===== config.mk =====
export PLATFORM = sky130hd
export DESIGN_NAME = dispatch
export DESIGN_NICKNAME = d
export VERILOG_FILES = /design/src/rtl/ooo_pkg.sv /design/src/rtl/dispatch.sv
export VERILOG_INCLUDE_DIRS = /design/src /design/src/rtl
export SDC_FILE = /design/constraint.sdc
export NUM_CORES = 1
export LEC_CHECK = 0
export ABC_AREA = 1
export ABC_CLOCK_PERIOD_IN_PS = 5700
export BUFFER_PORTS_ARGS = -buffer_cell sky130_fd_sc_hd__buf_2
export CAP_MARGIN = 20
export CORE_AREA = 8 8 173 175
export DETAILED_ROUTE_END_ITERATION = 7
export DIE_AREA = 0 0 181 183
export PLACE_DENSITY = 0.57
export SETUP_SLACK_MARGIN = 0.15
export SKIP_CTS_REPAIR_TIMING = 1
export SYNTH_ARGS = -nofsm -noshare
export SYNTH_HDL_FRONTEND = slang
export SYNTH_SLANG_ARGS = --single-unit

===== constraint.sdc =====
create_clock -name clk -period 5.7 [get_ports clk]
set_clock_uncertainty 0.1 [all_clocks]
set_input_delay 0.285 -clock clk [delete_from_list [all_inputs] [get_ports clk]]
set_output_delay 0.285 -clock clk [all_outputs]
set_load 0.01 [all_outputs]

===== src/rtl/ooo_config.svh =====
//####################
// Widths and depths shared by the dispatch stage
// ROB depth is a power of two; queue depth must be a power of two, at least 2
//####################
`ifndef OOO_CONFIG_SVH
`define OOO_CONFIG_SVH

// Data and PC widths, PC is a word address
`define OOO_DW 32
`define OOO_AW 30

`define OOO_REG_AW 5

// Eight ROB entries
`define OOO_ROB_DEPTH_LOG2 3

`define OOO_IQ_DEPTH 4

`endif


===== src/rtl/ooo_pkg.sv =====
//####################
// Opcode enums and the structs passed between the stage blocks
// No FPU micro-op, the FPU path is not present
//####################
`default_nettype none
`include "ooo_config.svh"

package ooo_pkg;

   // Value is one plus the lowest set bit of the one-hot bus
   typedef enum logic [4:0] {
      ALU_NOP, ALU_OP1, ALU_OP2, ALU_OP3, ALU_OP4, ALU_OP5, ALU_OP6,
      ALU_OP7, ALU_OP8, ALU_OP9, ALU_OP10, ALU_OP11, ALU_OP12,
      ALU_OP13, ALU_OP14, ALU_OP15, ALU_OP16, ALU_OP17
   } alu_opc_e;

   typedef enum logic [2:0] {
      LPU_NOP, LPU_OP1, LPU_OP2, LPU_OP3, LPU_OP4, LPU_OP5
   } lpu_opc_e;

   typedef enum logic [2:0] {
      EPU_NOP, EPU_OP1, EPU_OP2, EPU_OP3, EPU_OP4, EPU_OP5, EPU_OP6, EPU_OP7
   } epu_opc_e;

   typedef enum logic [1:0] {
      UNIT_ALU, UNIT_LPU, UNIT_AGU, UNIT_EPU
   } unit_e;

   typedef struct packed {
      logic [`OOO_AW-1:0]     pc;
      logic                   pred_branch;
      logic [`OOO_AW-1:0]     pred_tgt;
      logic [16:0]            alu_opc_bus;
      logic [4:0]             lpu_opc_bus;
      logic [6:0]             epu_opc_bus;
      logic                   agu_load;
      logic                   agu_store;
      logic                   agu_sign_ext;
      logic                   agu_barr;
      logic [2:0]             agu_load_size;
      logic [2:0]             agu_store_size;
      logic                   rs1_re;
      logic [`OOO_REG_AW-1:0] rs1_addr;
      logic                   rs2_re;
      logic [`OOO_REG_AW-1:0] rs2_addr;
      logic [`OOO_DW-1:0]     imm32;
      logic [14:0]            rel15;
      logic                   rd_we;
      logic [`OOO_REG_AW-1:0] rd_addr;
   } disp_insn_t;

   typedef struct packed {
      logic                           rdy;
      logic [`OOO_ROB_DEPTH_LOG2-1:0] tag;
      logic [`OOO_DW-1:0]             dat;
   } operand_t;

   // Micro-op views, all 20 bits wide
   typedef struct packed {
      logic [14:0] rel15;
      alu_opc_e    opc;
   } alu_uop_t;

   typedef struct packed {
      logic [16:0] pad;
      lpu_opc_e    opc;
   } lpu_uop_t;

   typedef struct packed {
      logic [12:0] pad;
      logic        load;
      logic        store;
      logic        barr;
      logic        sign_ext;
      logic [2:0]  size;
   } agu_uop_t;

   typedef struct packed {
      logic [16:0] pad;
      epu_opc_e    opc;
   } epu_uop_t;

   typedef union packed {
      alu_uop_t alu;
      lpu_uop_t lpu;
      agu_uop_t agu;
      epu_uop_t epu;
   } uop_t;

   typedef struct packed {
      logic [`OOO_ROB_DEPTH_LOG2-1:0] id;
      uop_t                           uop;
      operand_t                       op1;
      operand_t                       op2;
      logic [`OOO_DW-1:0]             imm32;
   } iq_entry_t;

   typedef struct packed {
      logic                           valid;
      logic [`OOO_ROB_DEPTH_LOG2-1:0] id;
      logic [`OOO_DW-1:0]             dat;
   } wb_t;

   typedef struct packed {
      logic                   valid;
      logic [`OOO_REG_AW-1:0] rd_addr;
      logic [`OOO_DW-1:0]     dat;
   } commit_t;

   // Neither flag set means the producer is still pending under id
   typedef struct packed {
      logic                           in_rob;
      logic                           in_arf;
      logic [`OOO_DW-1:0]             dat;
      logic [`OOO_ROB_DEPTH_LOG2-1:0] id;
   } rob_lookup_t;

endpackage

`default_nettype wire


===== src/rtl/dispatch.sv =====
//####################
// One insn per cycle into ROB and one of four issue queues
// Upstream must select exactly one unit per insn
//####################
`timescale 1ns/10ps
`default_nettype none
`include "ooo_config.svh"

module dispatch (
   input  logic                            clk,
   input  logic                            rst_n,
   input  logic                            disp_valid,
   input  ooo_pkg::disp_insn_t             disp_insn,
   output logic                            disp_ready,
   input  logic                            rob_ready,
   output logic                            alloc,
   input  logic [`OOO_ROB_DEPTH_LOG2-1:0]  alloc_id,
   input  ooo_pkg::rob_lookup_t            rs1_look,
   input  ooo_pkg::rob_lookup_t            rs2_look,
   output logic                            arf_re1,
   output logic                            arf_re2,
   output logic [`OOO_REG_AW-1:0]          arf_addr1,
   output logic [`OOO_REG_AW-1:0]          arf_addr2,
   input  logic [`OOO_DW-1:0]              arf_dat1,
   input  logic [`OOO_DW-1:0]              arf_dat2,
   input  logic [3:0]                      iq_space,
   output logic [3:0]                      enq,
   output ooo_pkg::iq_entry_t              enq_entry
);
   import ooo_pkg::*;

   logic                           accept;
   logic [3:0]                     sel;
   unit_e                          unit_nxt;
   alu_opc_e                       alu_opc;
   lpu_opc_e                       lpu_opc;
   epu_opc_e                       epu_opc;
   uop_t                           uop_nxt;
   logic                           valid_q;
   unit_e                          unit_q;
   logic [`OOO_ROB_DEPTH_LOG2-1:0] id_q;
   uop_t                           uop_q;
   logic [`OOO_DW-1:0]             imm_q;
   logic                           rs1_re_q;
   logic                           rs2_re_q;
   rob_lookup_t                    look1_q;
   rob_lookup_t                    look2_q;

   // Immediate when not read, else ARF, ROB or wait on the producer tag
   function automatic operand_t make_op(input logic re, input rob_lookup_t look,
                                        input logic [`OOO_DW-1:0] arf_dat,
                                        input logic [`OOO_DW-1:0] imm);
      operand_t op;
      op.tag = look.id;
      op.rdy = !re || look.in_arf || look.in_rob;
      if (!re)
         op.dat = imm;
      else if (look.in_arf)
         op.dat = arf_dat;
      else
         op.dat = look.dat;
      return op;
   endfunction

   assign sel[UNIT_ALU] = |disp_insn.alu_opc_bus;
   assign sel[UNIT_LPU] = |disp_insn.lpu_opc_bus;
   assign sel[UNIT_AGU] = disp_insn.agu_load | disp_insn.agu_store;
   assign sel[UNIT_EPU] = |disp_insn.epu_opc_bus;

   assign disp_ready = rob_ready & |(sel & iq_space);
   assign accept = disp_valid & disp_ready;
   assign alloc = accept;

   // ARF read is the pipeline register for committed operands
   assign arf_re1 = disp_insn.rs1_re & accept;
   assign arf_re2 = disp_insn.rs2_re & accept;
   assign arf_addr1 = disp_insn.rs1_addr;
   assign arf_addr2 = disp_insn.rs2_addr;

   // Lowest set bit wins, loops run high to low
   always_comb
   begin
      alu_opc = ALU_NOP;
      lpu_opc = LPU_NOP;
      epu_opc = EPU_NOP;
      for (int i = 16; i >= 0; i--)
         if (disp_insn.alu_opc_bus[i])
            alu_opc = alu_opc_e'(5'(i + 1));
      for (int i = 4; i >= 0; i--)
         if (disp_insn.lpu_opc_bus[i])
            lpu_opc = lpu_opc_e'(3'(i + 1));
      for (int i = 6; i >= 0; i--)
         if (disp_insn.epu_opc_bus[i])
            epu_opc = epu_opc_e'(3'(i + 1));
   end

   always_comb
   begin
      unit_nxt = UNIT_ALU;
      if (sel[UNIT_LPU])
         unit_nxt = UNIT_LPU;
      if (sel[UNIT_AGU])
         unit_nxt = UNIT_AGU;
      if (sel[UNIT_EPU])
         unit_nxt = UNIT_EPU;
      uop_nxt = '0;
      case (unit_nxt)
         UNIT_ALU:
         begin
            uop_nxt.alu.rel15 = disp_insn.rel15;
            uop_nxt.alu.opc = alu_opc;
         end
         UNIT_LPU:
            uop_nxt.lpu.opc = lpu_opc;
         UNIT_AGU:
         begin
            uop_nxt.agu.load = disp_insn.agu_load;
            uop_nxt.agu.store = disp_insn.agu_store;
            uop_nxt.agu.barr = disp_insn.agu_barr;
            uop_nxt.agu.sign_ext = disp_insn.agu_sign_ext;
            uop_nxt.agu.size = disp_insn.agu_load ? disp_insn.agu_load_size
                                                  : disp_insn.agu_store_size;
         end
         default:
            uop_nxt.epu.opc = epu_opc;
      endcase
   end

   always_ff @(posedge clk)
   begin
      if (!rst_n)
         valid_q <= 1'b0;
      else
         valid_q <= accept;
   end

   always_ff @(posedge clk)
   begin
      if (accept)
      begin
         unit_q <= unit_nxt;
         id_q <= alloc_id;
         uop_q <= uop_nxt;
         imm_q <= disp_insn.imm32;
         rs1_re_q <= disp_insn.rs1_re;
         rs2_re_q <= disp_insn.rs2_re;
         look1_q <= rs1_look;
         look2_q <= rs2_look;
      end
   end

   assign enq = valid_q ? (4'b0001 << unit_q) : 4'b0000;
   assign enq_entry.id = id_q;
   assign enq_entry.uop = uop_q;
   assign enq_entry.op1 = make_op(rs1_re_q, look1_q, arf_dat1, imm_q);
   assign enq_entry.op2 = make_op(rs2_re_q, look2_q, arf_dat2, imm_q);
   assign enq_entry.imm32 = imm_q;

   a_one_unit: assert property (@(posedge clk) disable iff (!rst_n)
      accept |-> $onehot(sel));
   a_look_excl: assert property (@(posedge clk) disable iff (!rst_n)
      accept |-> !(rs1_look.in_rob && rs1_look.in_arf) &&
                 !(rs2_look.in_rob && rs2_look.in_arf));

endmodule

`default_nettype wire


---- Word level (Yosys, flattened, before mapping) ----
Index checks and enable logic that the tools add are counted.
cells by class
  bitwise operators ....................... 6
  reduce and logical (&&, ||, !) cells .... 11
  shift operators ......................... 1
  equal/unequal tests ..................... 2
  muxes and demuxes ....................... 40
operator list
  cell                                                  count
  2-to-1 mux 32 bit                                     4
  2-to-1 mux 5 bit                                      17
  2-to-1 mux 3 bit                                      13
  OR reduction 17 bit                                   1
  case mux 3 bit (3 select lines)                       1
  case mux 4 bit (2 select lines)                       1
  OR reduction 7 bit                                    1
  OR reduction 5 bit                                    1
  bitwise AND 1 bit                                     4
  bitwise AND 4 bit                                     1
  logical OR 1 bit                                      4
  2-to-1 mux 2 bit                                      2
  2-to-1 mux 4 bit                                      1
  OR reduction 4 bit                                    1
  << shifter 1 x 2 -> 4 bit (first input constant)      1
  equality test 2 x 1 -> 1 bit (second input constant)  1
  equality test 2 bit (second input constant)           1
  zero test 1 bit                                       2
  zero test 2 bit                                       1
  2-to-1 mux 1 bit                                      1
  OR 1 bit                                              1
storage, ports and cells
  output and inout port bits .............. 145
  word-level logic and storage cells ...... 76
  register bits ........................... 134
  input bits .............................. 314

---- Logic depth before layout (Yosys ltp) ----
Gate-level depths: netlist of the first run.
  depth after elaboration ................. 18
  gate-level depth with buffers ........... 17
  gate-level depth less buffers ........... 17

---- Worst setup path before layout of the first run ----
OpenSTA, ideal clock, no wires.
  path kind ............................... input to register
  start ................................... in disp_insn[95] (netlist name)
  end ..................................... reg look1_q (netlist bit enq_entry[100]), enable pin
  data required time ...................... 5111 ps
  arrival time ............................ 3484 ps
  path buffers ............................ 0
  library setup time ...................... 489 ps
  slack ................................... 1627 ps
  stages .................................. 8
  cell sequence ........................... inv_1 > nand4_1 > nor2_4 > nand2_2 > o31ai_2 > nand4_1 > nand3_2 > inv_1
on the way
  word-level cells in the longest chain between the ends .. 5
ends and longest elaborated chain
  what                  RTL line         text
  from (decl)           dispatch.sv:13   input ooo_pkg::disp_insn_t disp_insn,
  OR reduction 17 bit   dispatch.sv:65   assign sel[UNIT_ALU] = |disp_insn.alu_opc_bus;
  bitwise AND 4 bit     dispatch.sv:70   assign disp_ready = rob_ready & |(sel & iq_space);
  OR reduction 4 bit    dispatch.sv:70
  bitwise AND 1 bit     dispatch.sv:70
  bitwise AND 1 bit     dispatch.sv:71   assign accept = disp_valid & disp_ready;
  named net alloc       dispatch.sv:16   output logic alloc,
  to (signal assigned)  dispatch.sv:147  look1_q <= rs1_look;
  to (decl)             dispatch.sv:46   rob_lookup_t look1_q;
The timed path passes the listed nets, and every way through them passes these cells.
A chain may end at the register's enable or synchronous reset.

==> flow_summary.yaml, run 1 <==
power_and_ir_drop:
  power.density_nw_per_um2: 278
  seqPwrFrac_pct: 42.5
  sw_frac_of_total_pct: 25.7
  cell_internal_pwr_mw: 2.06
  p_clk_share_pct: 40.7
  p_comb_share_pct: 16.8
  p_sw_mw: 0.714
  p_leak_nw: 4.43
  vdd_drop_max_mv: 0.163
routing:
  drtIter0Drc: 208
  drc_errors: 0
  drt-total-wl_um: 24600
  drt-pass1-iter-count: 4
  avgViaCountPerCell: 4.37
  wl_per_cell_um: 17.7
  final_antenna_net_count: 0
  routed-via-count: 6067
worst_setup_path:
  path_buf_inv: 4
  critPathTopFamily: "buffers and inverters"
  cp_data_arrival_time_ns: 2.45
  worstSetupPathType: "flip-flop to primary output"
  endpoint_kind: "primary output"
  critPathMaxStageDelay_ns: 0.41
  crit_fanout: 33
  required_ns: 5.32
  crit_top_cell: "buf_4"
  startpoint_type: "flip-flop"
  slowest_stage: "buf_4"
  path_cells: "buf_4 -> inv_1 -> buf_4 -> nor2_1 -> o22ai_1 -> buf_2"
yosys:
  ys.flop_type: "edfxtp_1"
  syn_nets: 876
  ys_types: 35
  synthAdderAreaFrac_pct: 0
  synthXorXnorAreaFrac_pct: 0
  synth_top_area_share_pct: 65.0
  synth-compound-area-share_pct: 14.2
  synth_cells: 562
  synth-simple-area-share_pct: 11.6
  synth-edff-count: 133
  ys_async_sr_fraction_pct: 0
  yosysMostFrequentCell: "edfxtp_1"
  synth_top_family_by_area: "compound AO/OA/AOI/OAI gates"
  synth-seq-area-share_pct: 65.4
  ys_top_cells_by_count: "edfxtp_1 (133), inv_1 (80), nor2_1 (79)"
  synth_area_per_cell_sq_um: 10.9
  synth.ff_latch_count: 134
  netlist_top_cells_area: "edfxtp_1 (65%), o22ai_1 (6.7%), o21ai_0 (5.7%), inv_1 (4.9%), nor2_1 (4.8%)"
  syn-cell-area_sq_um: 6140
  muxShareOfSynthArea_pct: 0
  ys_warn_count: 0
  yosysTopAreaCell: "edfxtp_1"
sta:
  finalMaxSlewViolations: 0
  fmax_mhz: 353
  worst-slew-pin-transition_ns: 0.939
  hold_viol: 0
  fin_ws_ns: 2.87
  slew_headroom_pct: 37.4
  finalSetupTns_ns: 0
  setup_viol: 0
  whs_ns: 0.0713
  rsz0062_at_grt: "false"
  fin_crit_sh_pct: 49.7
  min_period_ns: 2.83
clock_tree:
  cts_max_level: 4
  clk_pin_slew_ns: 0.06
  cts_tree: "done"
  cts_made_buffers: 17
  clock-sinks: 134
  cts_root_buffer: "clkbuf_16"
  cts.path.max_buffers: 2
floorplanning:
  fp.dieArea_sq_um: 33100
  die_h_um: 183
  io_pins: 459
  core_area_sq_um: 27300
  start_util_pct: 22.5
  fp.dieW_um: 181
  num_rows: 61
layout:
  num-fill-cells: 2747
  nNetsFinal: 1342
  drive_gt1_share_pct: 42.4
  areaGrowthSynthToFinish_pct: 62.6
  final_core_util_pct: 36.5
placement:
  io_buffers: 371
  place.gp.congestion: 0.934
  place_hpwl_um: 17900
  pre_cts_ws_ns: 2.76
global_route:
  grt_pass1_vias: 5943
  track_usage_pct: 13.6
  grt_pass1_wl_um: 34600
  grt_max_degree: 100
  antenna_found_initial: 1
  grt_overflow: 0
outcome:
  run_status: "completed"
hold_path:
  hold_start: "disp_insn[8]"
  min_path_cells: 3
  hold_end: "uop_q[7]"
  min_path_type: "primary input to flip-flop"
job:
  cap_violations: 0
-- cells in the final DEF, fill, tap and decap left out, types with 2 or more instances in the layout --
cell           synthesis  final
inv_1                 80     79
nor2_2                14     14
nand4_1                2      2
nand3_2                2      2
buf_4                 16      7
a21oi_1                5      5
clkinv_4               0      3
inv_6                  0      4
nand2_1               34     34
nand3b_1               2      2
clkinvlp_4             0      3
o22ai_1               66     66
nor3_1                 4      4
dlygate4sd3_1          0    112
edfxtp_1             133    133
inv_2                  3      3
o21ai_0               70     70
nand2_2                2      2
bufinv_16              0      3
clkinv_1               0      2
buf_2                  0    371
clkbuf_16              0     17
o31ai_2                2      2
nor2_4                 2      2
nor2_1                79     79
nand3_1                5      5
-- metal layers --
metal  vias to the layer above  routed length (um)  global-route usage, %
met4                         0                 444                   3.77
met1                      2845                9780                   14.7
met5                         -                   0                      0
li1                       2893                   -                      -
met2                       301               12300                   23.8
met3                        28                2120                   6.21
-- kinds of logic after synthesis --
| logic type | count (synthesis) |
|---|---|
| flip-flops | 134 |
| buffers and inverters | 127 |
| AO/OA/AOI/OAI | 149 |
| AND/OR/NAND/NOR | 152 |
-- worst max path at each step --
stage / start / end / slack, ns / cells after the start
final: look2_q[35] / enq_entry[34] / 2.87 / 6
after global placement: disp_insn[94] / imm_q[6] / 2.81 / 10
after floorplan: disp_insn[95] / enq_entry[100] / 1.63 / 8
after detailed placement: disp_insn[94] / look2_q[9] / 2.76 / 10
after CTS: look2_q[35] / enq_entry[34] / 2.85 / 6
after global routing: look2_q[35] / enq_entry[34] / 2.77 / 6
-- stage by stage --
step | cell area (sq um) | instances | power, mW
6_report | 9980 | 1388 | 2.78
5_1_grt | 9980 | 1388 | 2.90
4_1_cts | 8860 | 1275 | 2.76
3_5_place_dp | 8260 | 1243 | 1.61
3_3_place_gp | 8260 | 1243 | 1.60
2_1_floorplan | 6140 | 562 | 1.39
-- area by class of cell --
cell class              count  area [sq um]  area share (%)
diodes                      1          2.50          0.0251
clock buffers              17           425            4.26
clock inverters            15           178            1.78
inverters                  84           323            3.23
multi-input cells         301          1580            15.8
flip-flops and latches    134          4010            40.2
well taps                 346           433            4.34
repair buffers            490          3030            30.4
-- state kept, by name, summed over array words and instances (netlist names) --
register and count:
rs2_re_q 1, look2_q 34, unit_q 2, rs1_re_q 1, look1_q 34, valid_q 1
id_q 3, uop_q 20, enq_entry 6, imm_q 32
-- power by group through the flow --
stage	clock (mW)	combinational (mW)	sequential, mW
final	1.13	0.467	1.18
after global routing	1.21	0.510	1.19
after CTS	1.17	0.408	1.18
after detailed placement	0	0.406	1.20
after global placement	0	0.403	1.20
after floorplan	0	0.177	1.22
Note: power is estimated with default switching activity, not from simulation.
==> inputs of run 2 (changes only) <==
ABC_CLOCK_PERIOD_IN_PS = 2600   (was 5700)
PLACE_DENSITY = 0.59   (was 0.57)
clock period = 2.6 ns   (was 5.7 ns; I/O delays follow)
==> flow_summary.yaml, run 2 (synthesis gave the netlist of run 1 again) <==
floorplanning:
  io_pins: 459
  fp.dieW_um: 181
  core_area_sq_um: 27300
  die_h_um: 183
  fp.dieArea_sq_um: 33100
  start_util_pct: 22.5
  num_rows: 61
placement:
  place.gp.congestion: 0.926
  place_hpwl_um: 18200
  pre_cts_ws_ns: 0.462
  placed_cell_area_sq_um: 8360
  io_buffers: 371
routing:
  drt-pass1-iter-count: 7
  routed-via-count: 6132
  wl_per_cell_um: 17.7
  drtIter0Drc: 292
  drc_errors: 0
  avgViaCountPerCell: 4.35
  final_antenna_net_count: 0
  drt-total-wl_um: 25000
layout:
  largestRegisters: "look1_q (34), look2_q (34), imm_q (32)"
  final_cell_mix: "buf_2 (371), edfxtp_1 (133), dlygate4sd3_1 (131), nor2_1 (79), inv_1 (75)"
  num-fill-cells: 2685
  n_antenna_cell: 0
  design_area_sq_um: 10300
  layout_commonest_cell: "buf_2"
  nNetsFinal: 1366
  areaGrowthSynthToFinish_pct: 67.4
  drive_gt1_share_pct: 42.3
power_and_ir_drop:
  vdd_drop_max_mv: 0.344
  power.total_mw: 6.15
  power.density_nw_per_um2: 598
  p_leak_nw: 4.56
global_route:
  antenna_found_initial: 2
  grt_max_degree: 72
  grt_overflow: 0
  grt_pass1_wl_um: 34900
  track_usage_pct: 13.7
  grt_pass1_vias: 5856
outcome:
  run_status: "completed"
clock_tree:
  clock-sinks: 134
  cts.path.max_buffers: 2
  cts_tree: "done"
  cts_root_buffer: "clkbuf_16"
  cts_made_buffers: 17
  cts_max_level: 4
  clk_pin_slew_ns: 0.06
sta:
  min_period_ns: 2.30
  worst-slew-pin-transition_ns: 0.716
  hold_viol: 0
  setup_viol: 0
  finalMaxSlewViolations: 0
  fin_crit_sh_pct: 88.3
  fmax_mhz: 435
  slew_headroom_pct: 52.2
  rsz0062_at_grt: "false"
  fin_ws_ns: 0.303
worst_setup_path:
  endpoint_kind: "primary output"
  crit_fanout: 19
  slowest_stage: "inv_1"
  worstSetupPathType: "flip-flop to primary output"
  critPathMaxStageDelay_ns: 0.54
  cp-endpoint: "enq_entry[43]"
  required_ns: 2.37
  cp_data_arrival_time_ns: 2.07
  startpoint_type: "flip-flop"
  path_cells: "inv_1 -> buf_12 -> nor2_1 -> o22ai_1 -> buf_2"
  cp-startpoint: "look2_q[35]"
hold_path:
  min_path_type: "primary input to flip-flop"
job:
  cap_violations: 0
[run 2: worst min-delay path by stage]
stage               cells after the start          start             end
floorplan                               0    rs1_look[0]  enq_entry[100]
global route                            4  disp_insn[88]        uop_q[0]
finish                                  4  disp_insn[88]        uop_q[0]
detailed placement                      0  disp_insn[53]    arf_addr2[0]
CTS                                     1   rs1_look[17]     look1_q[17]
global placement                        0  disp_insn[53]    arf_addr2[0]
[run 2: metal layers]
layer | vias to the layer above | global-route usage [%] | routed length [um]
met4 | 2 | 4.46 | 372
met5 | - | 0 | 13
li1 | 2943 | - | -
met1 | 2872 | 15.1 | 9950
met3 | 29 | 6.07 | 2120
met2 | 286 | 23.6 | 12500
[run 2: power by group]
part	leakage (nW)	switching, mW	internal (mW)
clock network	0.295	0.969	1.52
registers	1.23	0.0460	2.54
logic	3.03	0.569	0.498
total	4.56	1.58	4.56
[run 2: layout make-up]
| cell class | instances | area (sq um) | share of cell area [%] |
|---|---|---|---|
| clock buffer | 18 | 429 | 4.18 |
| clock inverter | 14 | 175 | 1.70 |
| multi-input combinational | 301 | 1580 | 15.4 |
| timing repair buffer | 514 | 3300 | 32.1 |
| inverter | 84 | 347 | 3.37 |
| tap | 346 | 433 | 4.21 |
| sequential | 134 | 4010 | 39.1 |
[run 2: worst max-delay path, delay by kind of cell, from the launching register on]
| kind | cells | cell delay [ns] |
|---|---|---|
| AND/OR/NAND/NOR | 1 | 0.09 |
| buffers and inverters | 3 | 0.99 |
| AO/OA/AOI/OAI | 1 | 0.20 |
| flip-flops | 1 | 0.38 |
[run 2: stage by stage]
stage,hold slack [ns],setup TNS (ns),std cells,utilization (%)
global placement,0.160,0,1248,30.6
CTS,-0.242,0,1280,32.8
floorplan,0.129,-114.71,562,-
finish,0.0289,0,1411,37.6
detailed placement,0.160,0,1248,30.6
global route,0.0241,0,1411,37.6
